**src/logic/uart_pkg.sv**
```systemverilog
// ----------------------------------------
// Shared types for the UART frame receive path.
// The byte width is fixed at 8 bits and is not a parameter.
// ----------------------------------------

package uart_pkg;

    // ----------------------------------------
    // Widths
    // ----------------------------------------

    // Bits per UART character.
    localparam int DATA_BITS = 8;

    // One received byte.
    typedef logic [DATA_BITS-1:0] byte_t;

    // Running payload sum, wraps modulo 256.
    typedef logic [7:0] sum_t;

    // ----------------------------------------
    // Framing
    // ----------------------------------------

    // First byte of every frame.
    localparam byte_t SYNC_BYTE = 8'hA5;

    // Result of one frame check.
    typedef struct packed {
        logic ok;
        sum_t sum;
    } frame_status_t;

endpackage

```
**src/logic/frame_checker.sv**
```systemverilog
// ----------------------------------------
// Frame is sync, FRAME_LEN payload bytes, then the sum modulo 256.
// ----------------------------------------

`timescale 1ns/1ps

module frame_checker #(
    parameter int FRAME_LEN = 4
) (
    input  logic                       clk,
    input  logic                       resetn,
    input  logic                       hold,
    input  logic                       empty,
    input  uart_pkg::byte_t            rd_data,
    output logic                       pop,
    output logic                       frame_done,
    output uart_pkg::frame_status_t    frame_status
);

    // Wide enough for FRAME_LEN of 1.
    localparam int CNT_W = $clog2(FRAME_LEN + 1);

    typedef logic [CNT_W-1:0] cnt_t;

    typedef enum logic [1:0] {
        HUNT,
        PAYLOAD,
        CHECK
    } chk_state_t;

    chk_state_t    state;
    cnt_t          cnt;
    uart_pkg::sum_t sum;

    // Consume a byte whenever one is there and not held off.
    assign pop = !empty && !hold;

    // ----------------------------------------
    // Frame state machine
    // ----------------------------------------

    always_ff @(posedge clk) begin
        if (!resetn) begin
            state <= HUNT;
            cnt   <= '0;
        end else if (pop) begin
            case (state)
                // Anything but sync is discarded.
                HUNT: begin
                    if (rd_data == uart_pkg::SYNC_BYTE) begin
                        state <= PAYLOAD;
                        cnt   <= '0;
                    end
                end
                PAYLOAD: begin
                    if (cnt == cnt_t'(FRAME_LEN - 1)) begin
                        state <= CHECK;
                    end else begin
                        cnt <= cnt + 1'b1;
                    end
                end
                // Check byte closes the frame.
                CHECK: state <= HUNT;
                default: state <= HUNT;
            endcase
        end
    end

    // Sum starts fresh at sync and wraps.
    always_ff @(posedge clk) begin
        if (pop && state == HUNT) begin
            sum <= '0;
        end else if (pop && state == PAYLOAD) begin
            sum <= sum + rd_data;
        end
    end

    // ----------------------------------------
    // Result
    // ----------------------------------------

    // Pulse one cycle after the check byte is popped.
    always_ff @(posedge clk) begin
        if (!resetn) begin
            frame_done <= 1'b0;
        end else begin
            frame_done <= pop && (state == CHECK);
        end
    end

    // Status holds until the next frame completes.
    always_ff @(posedge clk) begin
        if (!resetn) begin
            frame_status <= '0;
        end else if (pop && state == CHECK) begin
            frame_status.ok  <= (rd_data == sum);
            frame_status.sum <= sum;
        end
    end

endmodule

```
**src/logic/rx_fifo.sv**
```systemverilog
// ----------------------------------------
// DEPTH must be a power of two, at least 2.
// Head byte is shown on rd_data whenever empty is low.
// ----------------------------------------

`timescale 1ns/1ps

module rx_fifo #(
    parameter int DEPTH = 4
) (
    input  logic               clk,
    input  logic               resetn,
    input  logic               rx_valid,
    input  uart_pkg::byte_t    rx_data,
    output logic               rx_read,
    input  logic               pop,
    output logic               empty,
    output uart_pkg::byte_t    rd_data
);

    localparam int ADDR_W = $clog2(DEPTH);

    // Pointers carry one wrap bit above the address.
    typedef logic [ADDR_W:0] ptr_t;

    uart_pkg::byte_t mem [DEPTH];

    ptr_t wr_ptr;
    ptr_t rd_ptr;
    logic full;

    // ----------------------------------------
    // Flags
    // ----------------------------------------

    // Same address, different wrap bit means full.
    assign full  = (wr_ptr[ADDR_W] != rd_ptr[ADDR_W])
                && (wr_ptr[ADDR_W-1:0] == rd_ptr[ADDR_W-1:0]);
    assign empty = (wr_ptr == rd_ptr);

    // Take the receiver's byte whenever there is room.
    assign rx_read = rx_valid && !full;

    // ----------------------------------------
    // Storage
    // ----------------------------------------

    always_ff @(posedge clk) begin
        if (rx_read) begin
            mem[wr_ptr[ADDR_W-1:0]] <= rx_data;
        end
    end

    always_ff @(posedge clk) begin
        if (!resetn) begin
            wr_ptr <= '0;
        end else if (rx_read) begin
            wr_ptr <= wr_ptr + 1'b1;
        end
    end

    // Pop is only legal while not empty.
    always_ff @(posedge clk) begin
        if (!resetn) begin
            rd_ptr <= '0;
        end else if (pop && !empty) begin
            rd_ptr <= rd_ptr + 1'b1;
        end
    end

    // Show-ahead read of the oldest entry.
    assign rd_data = mem[rd_ptr[ADDR_W-1:0]];

endmodule

```
**src/logic/uart_frame_top.sv**
```systemverilog
// ----------------------------------------
// Sender must wait for rts low before each start bit.
// ----------------------------------------

`timescale 1ns/1ps

module uart_frame_top #(
    parameter int CLK_HZ     = 50_000_000,
    parameter int BIT_RATE   = 9600,
    parameter int STOP_BITS  = 1,
    parameter int FIFO_DEPTH = 4,
    parameter int FRAME_LEN  = 4
) (
    input  logic                       clk,
    input  logic                       resetn,
    input  logic                       rxd,
    input  logic                       hold,
    output logic                       rts,
    output logic                       frame_done,
    output uart_pkg::frame_status_t    frame_status
);

    // Receiver to FIFO.
    logic            rx_valid;
    logic            rx_read;
    uart_pkg::byte_t rx_data;

    // FIFO to checker.
    logic            empty;
    logic            pop;
    uart_pkg::byte_t rd_data;

    // ----------------------------------------
    // Receive path
    // ----------------------------------------

    uart_rx #(
        .CLK_HZ    (CLK_HZ),
        .BIT_RATE  (BIT_RATE),
        .STOP_BITS (STOP_BITS)
    ) rx0 (
        .clk      (clk),
        .resetn   (resetn),
        .rxd      (rxd),
        .rts      (rts),
        .rx_read  (rx_read),
        .rx_valid (rx_valid),
        .rx_data  (rx_data)
    );

    // Burst buffer, its full state back-pressures the receiver.
    rx_fifo #(
        .DEPTH (FIFO_DEPTH)
    ) fifo0 (
        .clk      (clk),
        .resetn   (resetn),
        .rx_valid (rx_valid),
        .rx_data  (rx_data),
        .rx_read  (rx_read),
        .pop      (pop),
        .empty    (empty),
        .rd_data  (rd_data)
    );

    frame_checker #(
        .FRAME_LEN (FRAME_LEN)
    ) chk0 (
        .clk          (clk),
        .resetn       (resetn),
        .hold         (hold),
        .empty        (empty),
        .rd_data      (rd_data),
        .pop          (pop),
        .frame_done   (frame_done),
        .frame_status (frame_status)
    );

endmodule

```
**src/logic/uart_rx.sv**
```systemverilog
// ----------------------------------------
// Needs CLK_HZ / BIT_RATE >= 2; bytes with a low stop bit are dropped.
// With several stop bits each is checked and valid rises in the last one.
// ----------------------------------------

`timescale 1ns/1ps

module uart_rx #(
    parameter int CLK_HZ    = 50_000_000,
    parameter int BIT_RATE  = 9600,
    parameter int STOP_BITS = 1
) (
    input  logic               clk,
    input  logic               resetn,
    input  logic               rxd,
    output logic               rts,
    input  logic               rx_read,
    output logic               rx_valid,
    output uart_pkg::byte_t    rx_data
);

    // ----------------------------------------
    // Bit timing
    // ----------------------------------------

    // Clock cycles in one bit period.
    localparam int CYCLES_PER_BIT = CLK_HZ / BIT_RATE;
    localparam int CNT_W = $clog2(CYCLES_PER_BIT);
    // Index counts data bits, then stop bits.
    localparam int IDX_MAX = (uart_pkg::DATA_BITS > STOP_BITS) ? uart_pkg::DATA_BITS : STOP_BITS;
    localparam int IDX_W = $clog2(IDX_MAX);

    typedef logic [CNT_W-1:0] cnt_t;
    typedef logic [IDX_W-1:0] idx_t;

    typedef enum logic [2:0] {
        IDLE,
        START,
        DATA,
        STOP,
        READY
    } rx_state_t;

    rx_state_t state;
    rx_state_t state_d;

    logic [1:0]      rxd_sync;
    logic            line;
    cnt_t            cnt;
    idx_t            idx;
    logic            bit_mid;
    logic            bit_end;
    uart_pkg::byte_t shreg;

    // Two-flop synchroniser, line idles high.
    always_ff @(posedge clk) begin
        if (!resetn) begin
            rxd_sync <= 2'b11;
        end else begin
            rxd_sync <= {rxd_sync[0], rxd};
        end
    end

    assign line = rxd_sync[1];

    // Sample point and bit boundary.
    assign bit_mid = (cnt == cnt_t'(CYCLES_PER_BIT / 2));
    assign bit_end = (cnt == cnt_t'(CYCLES_PER_BIT - 1));

    // Counter idles at zero and restarts at each bit boundary.
    always_ff @(posedge clk) begin
        if (!resetn) begin
            cnt <= '0;
        end else if (state == IDLE || state == READY || bit_end) begin
            cnt <= '0;
        end else begin
            cnt <= cnt + 1'b1;
        end
    end

    // ----------------------------------------
    // State machine
    // ----------------------------------------

    always_comb begin
        state_d = state;
        case (state)
            // Falling edge marks a start bit.
            IDLE: begin
                if (!line) begin
                    state_d = START;
                end
            end
            // A start bit that is high at mid-bit was a glitch.
            START: begin
                if (bit_mid && line) begin
                    state_d = IDLE;
                end else if (bit_end) begin
                    state_d = DATA;
                end
            end
            DATA: begin
                if (bit_end && idx == idx_t'(uart_pkg::DATA_BITS - 1)) begin
                    state_d = STOP;
                end
            end
            // Low stop bit drops the byte.
            STOP: begin
                if (bit_mid) begin
                    if (!line) begin
                        state_d = IDLE;
                    end else if (idx == idx_t'(STOP_BITS - 1)) begin
                        state_d = READY;
                    end
                end
            end
            // Hold the byte until the FIFO takes it.
            READY: begin
                if (rx_read) begin
                    state_d = IDLE;
                end
            end
            default: state_d = IDLE;
        endcase
    end

    always_ff @(posedge clk) begin
        if (!resetn) begin
            state <= IDLE;
        end else begin
            state <= state_d;
        end
    end

    // Bit index clears on every state change.
    always_ff @(posedge clk) begin
        if (!resetn) begin
            idx <= '0;
        end else if (state_d != state) begin
            idx <= '0;
        end else if ((state == DATA || state == STOP) && bit_end) begin
            idx <= idx + 1'b1;
        end
    end

    // LSB arrives first, shift in from the top.
    always_ff @(posedge clk) begin
        if (state == DATA && bit_mid) begin
            shreg <= {line, shreg[uart_pkg::DATA_BITS-1:1]};
        end
    end

    // ----------------------------------------
    // Outputs
    // ----------------------------------------

    // Active low, ready only while idle or in the start bit.
    always_ff @(posedge clk) begin
        if (!resetn) begin
            rts <= 1'b1;
        end else begin
            rts <= !(state_d == IDLE || state_d == START);
        end
    end

    assign rx_valid = (state == READY);
    assign rx_data  = shreg;

endmodule

```
**config.mk**
```make
export PLATFORM = sky130hd
export DESIGN_NAME = uart_frame_top
export DESIGN_NICKNAME = d
export VERILOG_FILES = /design/src/logic/uart_pkg.sv /design/src/logic/frame_checker.sv /design/src/logic/rx_fifo.sv /design/src/logic/uart_frame_top.sv /design/src/logic/uart_rx.sv
export SDC_FILE = /design/constraint.sdc
export NUM_CORES = 1
export LEC_CHECK = 0
export ABC_AREA = 1
export BUFFER_PORTS_ARGS = -buffer_cell sky130_fd_sc_hd__buf_4
export CORE_MARGIN = 4
export CORE_UTILIZATION = 56
export CTS_CLUSTER_SIZE = 14
export DETAILED_ROUTE_END_ITERATION = 8
export GPL_TIMING_DRIVEN = 0
export PLACE_DENSITY_LB_ADDON = 0.2
export SYNTH_ARGS = -nofsm -noshare
export SYNTH_HDL_FRONTEND = slang
export SYNTH_SLANG_ARGS = --single-unit
```
**constraint.sdc**
```tcl
create_clock -name clk -period 2.2 [get_ports clk]
set_clock_uncertainty 0.15 [all_clocks]
set_input_delay 0.22 -clock clk [delete_from_list [all_inputs] [get_ports clk]]
set_output_delay 0.22 -clock clk [all_outputs]
set_load 0.01 [all_outputs]
```
==> results_dict.tcl, run 1 <==
set metrics [dict create \
    clockBufferDepth 2 \
    ant_nets 0 \
    internal-power_uw 2473 \
    timing.final.ws_setup_ns 0.01281 \
    cts.sinks 93 \
    clk_latency_ns 0.36 \
    p_sw_share_pct 26.04 \
    async_flop_share_pct 0 \
    crit_fanout 10 \
    reg2reg_setup_slack_ns 0.01 \
    clk_pin_slew_ns 0.10 \
    min_path_type "input pin to flop" \
    wl_met3_um 363 \
    synth.avg_cell_area_sq_um 8.692 \
    worstPathRequired_ns 2.30 \
    cpPeakStageDelay_ns 0.42 \
    hold_viol 0 \
    combPwrFrac_pct 13.4 \
    cp_common_cell "inv_2" \
    rsz0062_at_grt "yes" \
    cts_buffers 9 \
    reg2reg_to "chk0.sum[6]$_SDFFE_PP0P_" \
    seq_area_frac_synth_pct 51.54 \
    syn_to_final_growth_pct 16.33 \
    crit_path_end_kind "flop" \
    wl_met2_um 4615 \
    worstPathArrival_ns 2.29 \
    htree_levels 3 \
    ir_drop_uv 307.4 \
    path_depth 13 \
    status "finished, final reports clean" \
    initialDrtViolationCount 174 \
    synth_cell_type_count 41 \
    track_usage_pct 19.05 \
    overflow 0 \
    synth_edf_count 40 \
    critPathLaunchType "flop" \
    top_layer_used "met4" \
    synthesis.area_sq_um 4389 \
    p_seq_share_pct 54.3 \
    wl_per_cell_um 13.57 \
    ys_seq_elements 93 \
    cap_violations 0 \
    critPathTopFamily "adder cells" \
    core_area_sq_um 7687 \
    crit_path_end "chk0.sum[6]$_SDFFE_PP0P_" \
    crit_type "flop to flop" \
    syn_inst 505 \
    drive_above_1_share_pct 20.40 \
    layout_worst_path_cycle_share_pct 99.42 \
    first_global_vias 3106 \
    placed_area_sq_um 4628 \
    p_clk_share_pct 32.3 \
    hpwl_um 5885 \
    die_h_um 96.53 \
    port_buffers 14 \
    ys_top_cells_by_area "edfxtp_1, dfxtp_1, nand2_1, inv_1, ha_1" \
    yosys_warnings 0 \
    rr_worst_depth 13 \
    drcViolationCount 0 \
    netlist.area_leader.share_pct 27.37 \
    initial_core_util_pct 57.10 \
    switchingPower_uw 870.8 \
    period_needed_ns 2.187 \
    die_x_um 96.53 \
    diodes 0 \
    slew_headroom_pct 62.21 \
    cts_tree "done" \
    setup_viol 0 \
    finalHoldWorstSlack_ns 0.1173 \
    viasPerCell 5.210 \
    cp_slowest_cell "fa_2" \
    synth_top_area_cell "edfxtp_1" \
    met1Wirelength_um 3692 \
    p_leak_uw 0.002028 \
    power_density_nw_per_um2 654.9 \
    worst-path-buf-inv 4 \
    antenna_found_initial 0 \
    synthFlopType "dfxtp_1" \
    num_rows 32 \
    maxSlewViolCount 0 \
    grt_pass1_wl_um 13540 \
    die-area_sq_um 9318 \
    worstMarginPinSlew_ns 0.5626 \
    final_area_sq_um 5106 \
    place_ws_ns -0.1135 \
    worstPathCellList "buf_6, buf_8, nand2_1, nand3_2, nand2_4, ha_4, inv_2, fa_2, inv_2, nand4_1, nand3_1, xnor2_1, a21oi_1" \
    synth_most_common_cell "nand2_1" \
    fin_setup_tns_ns 0 \
    routed_wl_um 8831 \
    place_congestion 0.8844 \
    nets 568 \
    ios 15 \
    dr.pass1.iters 5 \
    fmax_ghz 0.4572 \
    cts-root-buf "clkbuf_8" \
    grt_max_degree 17 \
    synthesis.nets 529 \
    synth_common_cells "nand2_1, inv_1, dfxtp_1" \
    num_vias 3392 \
]
## per-layer routing
layer | vias to the layer above | global-route usage (%)
met5 | - | 0
met4 | 0 | 7.126
met3 | 15 | 3.950
met2 | 70 | 34.08
met1 | 1583 | 22.42
li1 | 1724 | -
## kinds of logic after synthesis
family	synth area share (%)
adder cells (fa/ha/maj)	5.872
flip-flops	51.54
XOR/XNOR	1.995
AO/OA/AOI/OAI	7.241
AND/OR/NAND/NOR	25.09
buffers and inverters	8.267
## tightest hold or removal path: stages
cell,delay (ns)
buf_4,0.13
nand3_2,0.18
nor2_1,0.05
## registers in the layout (all words and copies together), names as in the netlist, 8 cells and up, named ones only
| signal | flops |
|---|---|
| rx0.cnt | 13 |
| chk0.sum | 8 |
| chk0.frame_status | 9 |
| fifo0.mem | 32 |
| rx0.rx_data | 8 |
## layout by cell type, fill, tap and decap left out, drive strengths merged
master / count
nor3b: 2
a211oi: 1
a21oi: 32
nand2: 116
clkbuf: 17
inv: 78
nand4: 7
nand3: 50
o22ai: 1
o21ba: 1
xor2: 5
fa: 1
clkinv: 2
a31oi: 1
o21a: 3
xnor2: 5
edfxtp: 40
dfxtp: 53
buf: 30
ha: 19
o21ai: 17
o211ai: 1
nand3b: 1
nor3: 9
nor2: 47
dlygate4sd3: 1
or2: 7
a22o: 1
nor4: 1
## per-stage QoR
| step | utilization, % | total power [uW] | cells |
|---|---|---|---|
| 6_report | 66.42 | 3344 | 651 |
| 4_1_cts | 63.38 | 3270 | 640 |
| 2_1_floorplan | - | 2098 | 505 |
| 3_5_place_dp | 60.21 | 2172 | 621 |
| 5_1_grt | 66.42 | 3495 | 651 |
| 3_3_place_gp | 60.12 | 2162 | 621 |
## cell type report
cell class | count | area [sq um]
repair buffers | 28 | 230.2
inverters | 75 | 291.5
multi-input cells | 328 | 1932
plain buffers | 9 | 77.57
well taps | 102 | 127.6
flip-flops and latches | 93 | 2263
clock buffers | 11 | 152.6
clock inverters | 5 | 31.28
fillers | 627 | 2581
## worst min path at each step
stage	start	endpoint	slack, ns	depth (start not counted)
3_3_place_gp	rx0.rxd_sync[0]$_SDFF_PN1_	rx0.rxd_sync[1]$_SDFF_PN1_	0.25	1
6_report	resetn	rx0.cnt[1]$_SDFF_PP0_	0.12	3
4_1_cts	resetn	rx0.cnt[1]$_SDFF_PP0_	0.11	3
2_1_floorplan	rxd	rx0.rxd_sync[0]$_SDFF_PN1_	0.18	1
3_5_place_dp	rx0.rxd_sync[0]$_SDFF_PN1_	rx0.rxd_sync[1]$_SDFF_PN1_	0.25	1
5_1_grt	resetn	rx0.cnt[1]$_SDFF_PP0_	0.15	3
## timing repair
action                     in CTS  in global routing
hold endpoints to repair        1                  0
hold buffers                    1                  0
resized for setup               8                 32
pin swaps                       0                 16
setup endpoints to repair       5                 38
gates cloned                    0                  1
setup buffers                   2                 10
## power by group through the flow
stage	combinational [uW]	sequential [uW]	clock, uW
2_1_floorplan	247	1850	0
3_3_place_gp	308	1850	0
3_5_place_dp	317	1860	0
4_1_cts	344	1820	1110
5_1_grt	487	1820	1190
6_report	448	1820	1080
(Power assumes the default switching activity.)
==> inputs of run 2 (changes only) <==
- CORE_UTILIZATION: 56 -> 59
- clock period: 2.2 -> 2.36 ns (I/O delays scaled with it)
==> run 2 against run 1 <==
Maximum frequency shrank 4.0%; flip-flop and latch count stayed put; clock power fell by 4%; critical path depth up 1; combinational power fell by 22%; hold slack gained 0.022 ns; power shrank 7.9%; via count decreased by 3.4%; routed wire length fell by 4.7%; register-to-register slack improved by 0.07 ns; die area down 4.7%; final area is 3.4% lower.
==> results_dict.tcl, run 2 (synthesis results as in run 1) <==
set metrics [dict create \
    drive_above_1_share_pct 15.03 \
    overflow 0 \
    setup_viol 0 \
    status "finished, final reports clean" \
    num_rows 31 \
    routed_wl_um 8417 \
    holdPathStages 3 \
    crit_fanout 10 \
    htree_levels 3 \
    critPathLaunchType "flop" \
    clk_pin_slew_ns 0.09 \
    internal-power_uw 2299 \
    switchingPower_uw 781.5 \
    grt_max_degree 16 \
    worstPathArrival_ns 2.37 \
    maxSlewViolCount 0 \
    initial_core_util_pct 60.51 \
    cts.sinks 93 \
    ant_nets 0 \
    combPwrFrac_pct 11.3 \
    rsz0062_at_grt "no" \
    rr_worst_depth 14 \
    fmax_ghz 0.4391 \
    min_from "resetn" \
    timing.final.ws_setup_ns 0.08264 \
    crit_path_end_kind "flop" \
    min_path_type "input pin to flop" \
    die-area_sq_um 8883 \
    p_sw_share_pct 25.37 \
    syn_to_final_growth_pct 12.37 \
    worst-path-buf-inv 5 \
    period_needed_ns 2.277 \
    cp_slowest_cell "fa_2" \
    die_h_um 94.25 \
    die_x_um 94.25 \
    p_seq_share_pct 54.9 \
    largest_reg_flops 32 \
    num_vias 3276 \
    slew_headroom_pct 47.57 \
    p_clk_share_pct 33.7 \
    cap_violations 0 \
    grt_pass1_wl_um 14220 \
    place_congestion 0.8576 \
    clockBufferDepth 2 \
    hold_viol 0 \
    nets 559 \
    viasPerCell 5.135 \
    place_ws_ns -0.02505 \
    finalHoldWorstSlack_ns 0.1392 \
    hpwl_um 6055 \
    ir_drop_uv 544.7 \
    initialDrtViolationCount 109 \
    cpPeakStageDelay_ns 0.36 \
    reg2reg_setup_slack_ns 0.08 \
    clk_latency_ns 0.36 \
    port_buffers 14 \
    core_area_sq_um 7253 \
    antenna_found_initial 0 \
    crit_type "flop to flop" \
    dr.pass1.iters 4 \
    power_density_nw_per_um2 624.6 \
    reg2reg_to "chk0.sum[6]$_SDFFE_PP0P_" \
    final_cell_mix "nand2_1, inv_1, dfxtp_1" \
    diodes 0 \
    drcViolationCount 0 \
    first_global_vias 3164 \
    p_leak_uw 0.001962 \
    layout_worst_path_cycle_share_pct 96.50 \
    worstPathRequired_ns 2.45 \
    worstPathCellList "buf_6, inv_8, buf_8, nand2_2, nand3_2, nand2_4, ha_2, inv_1, fa_2, inv_2, nand4_1, nand3_1, xnor2_1, a21oi_1" \
    mostFrequentLayoutCell "nand2_1" \
    cts_buffers 9 \
    wl_per_cell_um 13.19 \
    worstMarginPinSlew_ns 0.7836 \
    cts_tree "done" \
    hold_end "rx0.cnt[1]$_SDFF_PP0_" \
    track_usage_pct 20.55 \
    cts-root-buf "clkbuf_8" \
    critPathTopFamily "adder cells" \
    ios 15 \
]
==> run 2: power groups by stage <==
stage	logic, uW	registers, uW	clock network (uW)
after CTS	313	1690	1060
after global routing	391	1690	1110
after global placement	290	1730	0
after floorplan	230	1730	0
after detailed placement	303	1730	0
final	349	1690	1040
==> run 2: repair_timing <==
item | in CTS | in global routing
resized for setup | 1 | 14
buffers inserted | 2 | 2
pin swaps | 0 | 3
hold buffers | 1 | 0
endpoints found under the hold margin | 1 | 0
endpoints found under the setup margin | 1 | 14
==> run 2: cell type report <==
cell class	instances	area [sq um]
buffer	9	73.82
clock buffer	9	123.9
clock inverter	6	62.56
fill	597	2321
inverter	75	291.5
multi-input combinational	328	1849
sequential	93	2262
tap	99	123.9
timing repair buffer	19	145.1
==> run 2: how the worst max path moves through the flow <==
stage / from / endpoint / slack, ns / depth (start not counted)
CTS: flop / chk0.sum[6]$_SDFFE_PP0P_ / 0.008 / 14
floorplan: rx0.state[2]$_SDFF_PN0_ / rx0.rx_data[0]$_DFFE_PP_ / 0.25 / 5
detailed placement: flop / chk0.sum[6]$_SDFFE_PP0P_ / -0.03 / 14
global route: flop / chk0.sum[6]$_SDFFE_PP0P_ / 0.003 / 14
global placement: rx0.state[2]$_SDFF_PN0_ / rx0.rx_data[0]$_DFFE_PP_ / -0.27 / 5
finish: flop / chk0.sum[6]$_SDFFE_PP0P_ / 0.08 / 14
==> run 2: worst min-delay path, cell delays in order <==
cell     delay (ns)
buf_4          0.13
nand3_2        0.18
nor2_1         0.06
==> run 2: through the flow <==
| step | power [uW] | std cells | util [%] | instance area [sq um] | TNS, ns |
|---|---|---|---|---|---|
| 2_1_floorplan | 1956 | 505 | - | 4389 | 0 |
| 3_3_place_gp | 2018 | 618 | 63.67 | 4618 | -2.135 |
| 3_5_place_dp | 2032 | 618 | 63.76 | 4624 | -0.02505 |
| 4_1_cts | 3063 | 636 | 66.71 | 4838 | 0 |
| 5_1_grt | 3198 | 638 | 68.00 | 4932 | 0 |
| 6_report | 3081 | 638 | 68.00 | 4932 | 0 |
==> run 2: layer usage <==
layer | track usage [%] | part of all wire, % | routed length (um)
met5 | 0 | 0 | 0
met3 | 3.125 | 2.4 | 202
met1 | 26.09 | 46 | 3894
met2 | 35.22 | 50 | 4168
met4 | 7.822 | 1.8 | 151
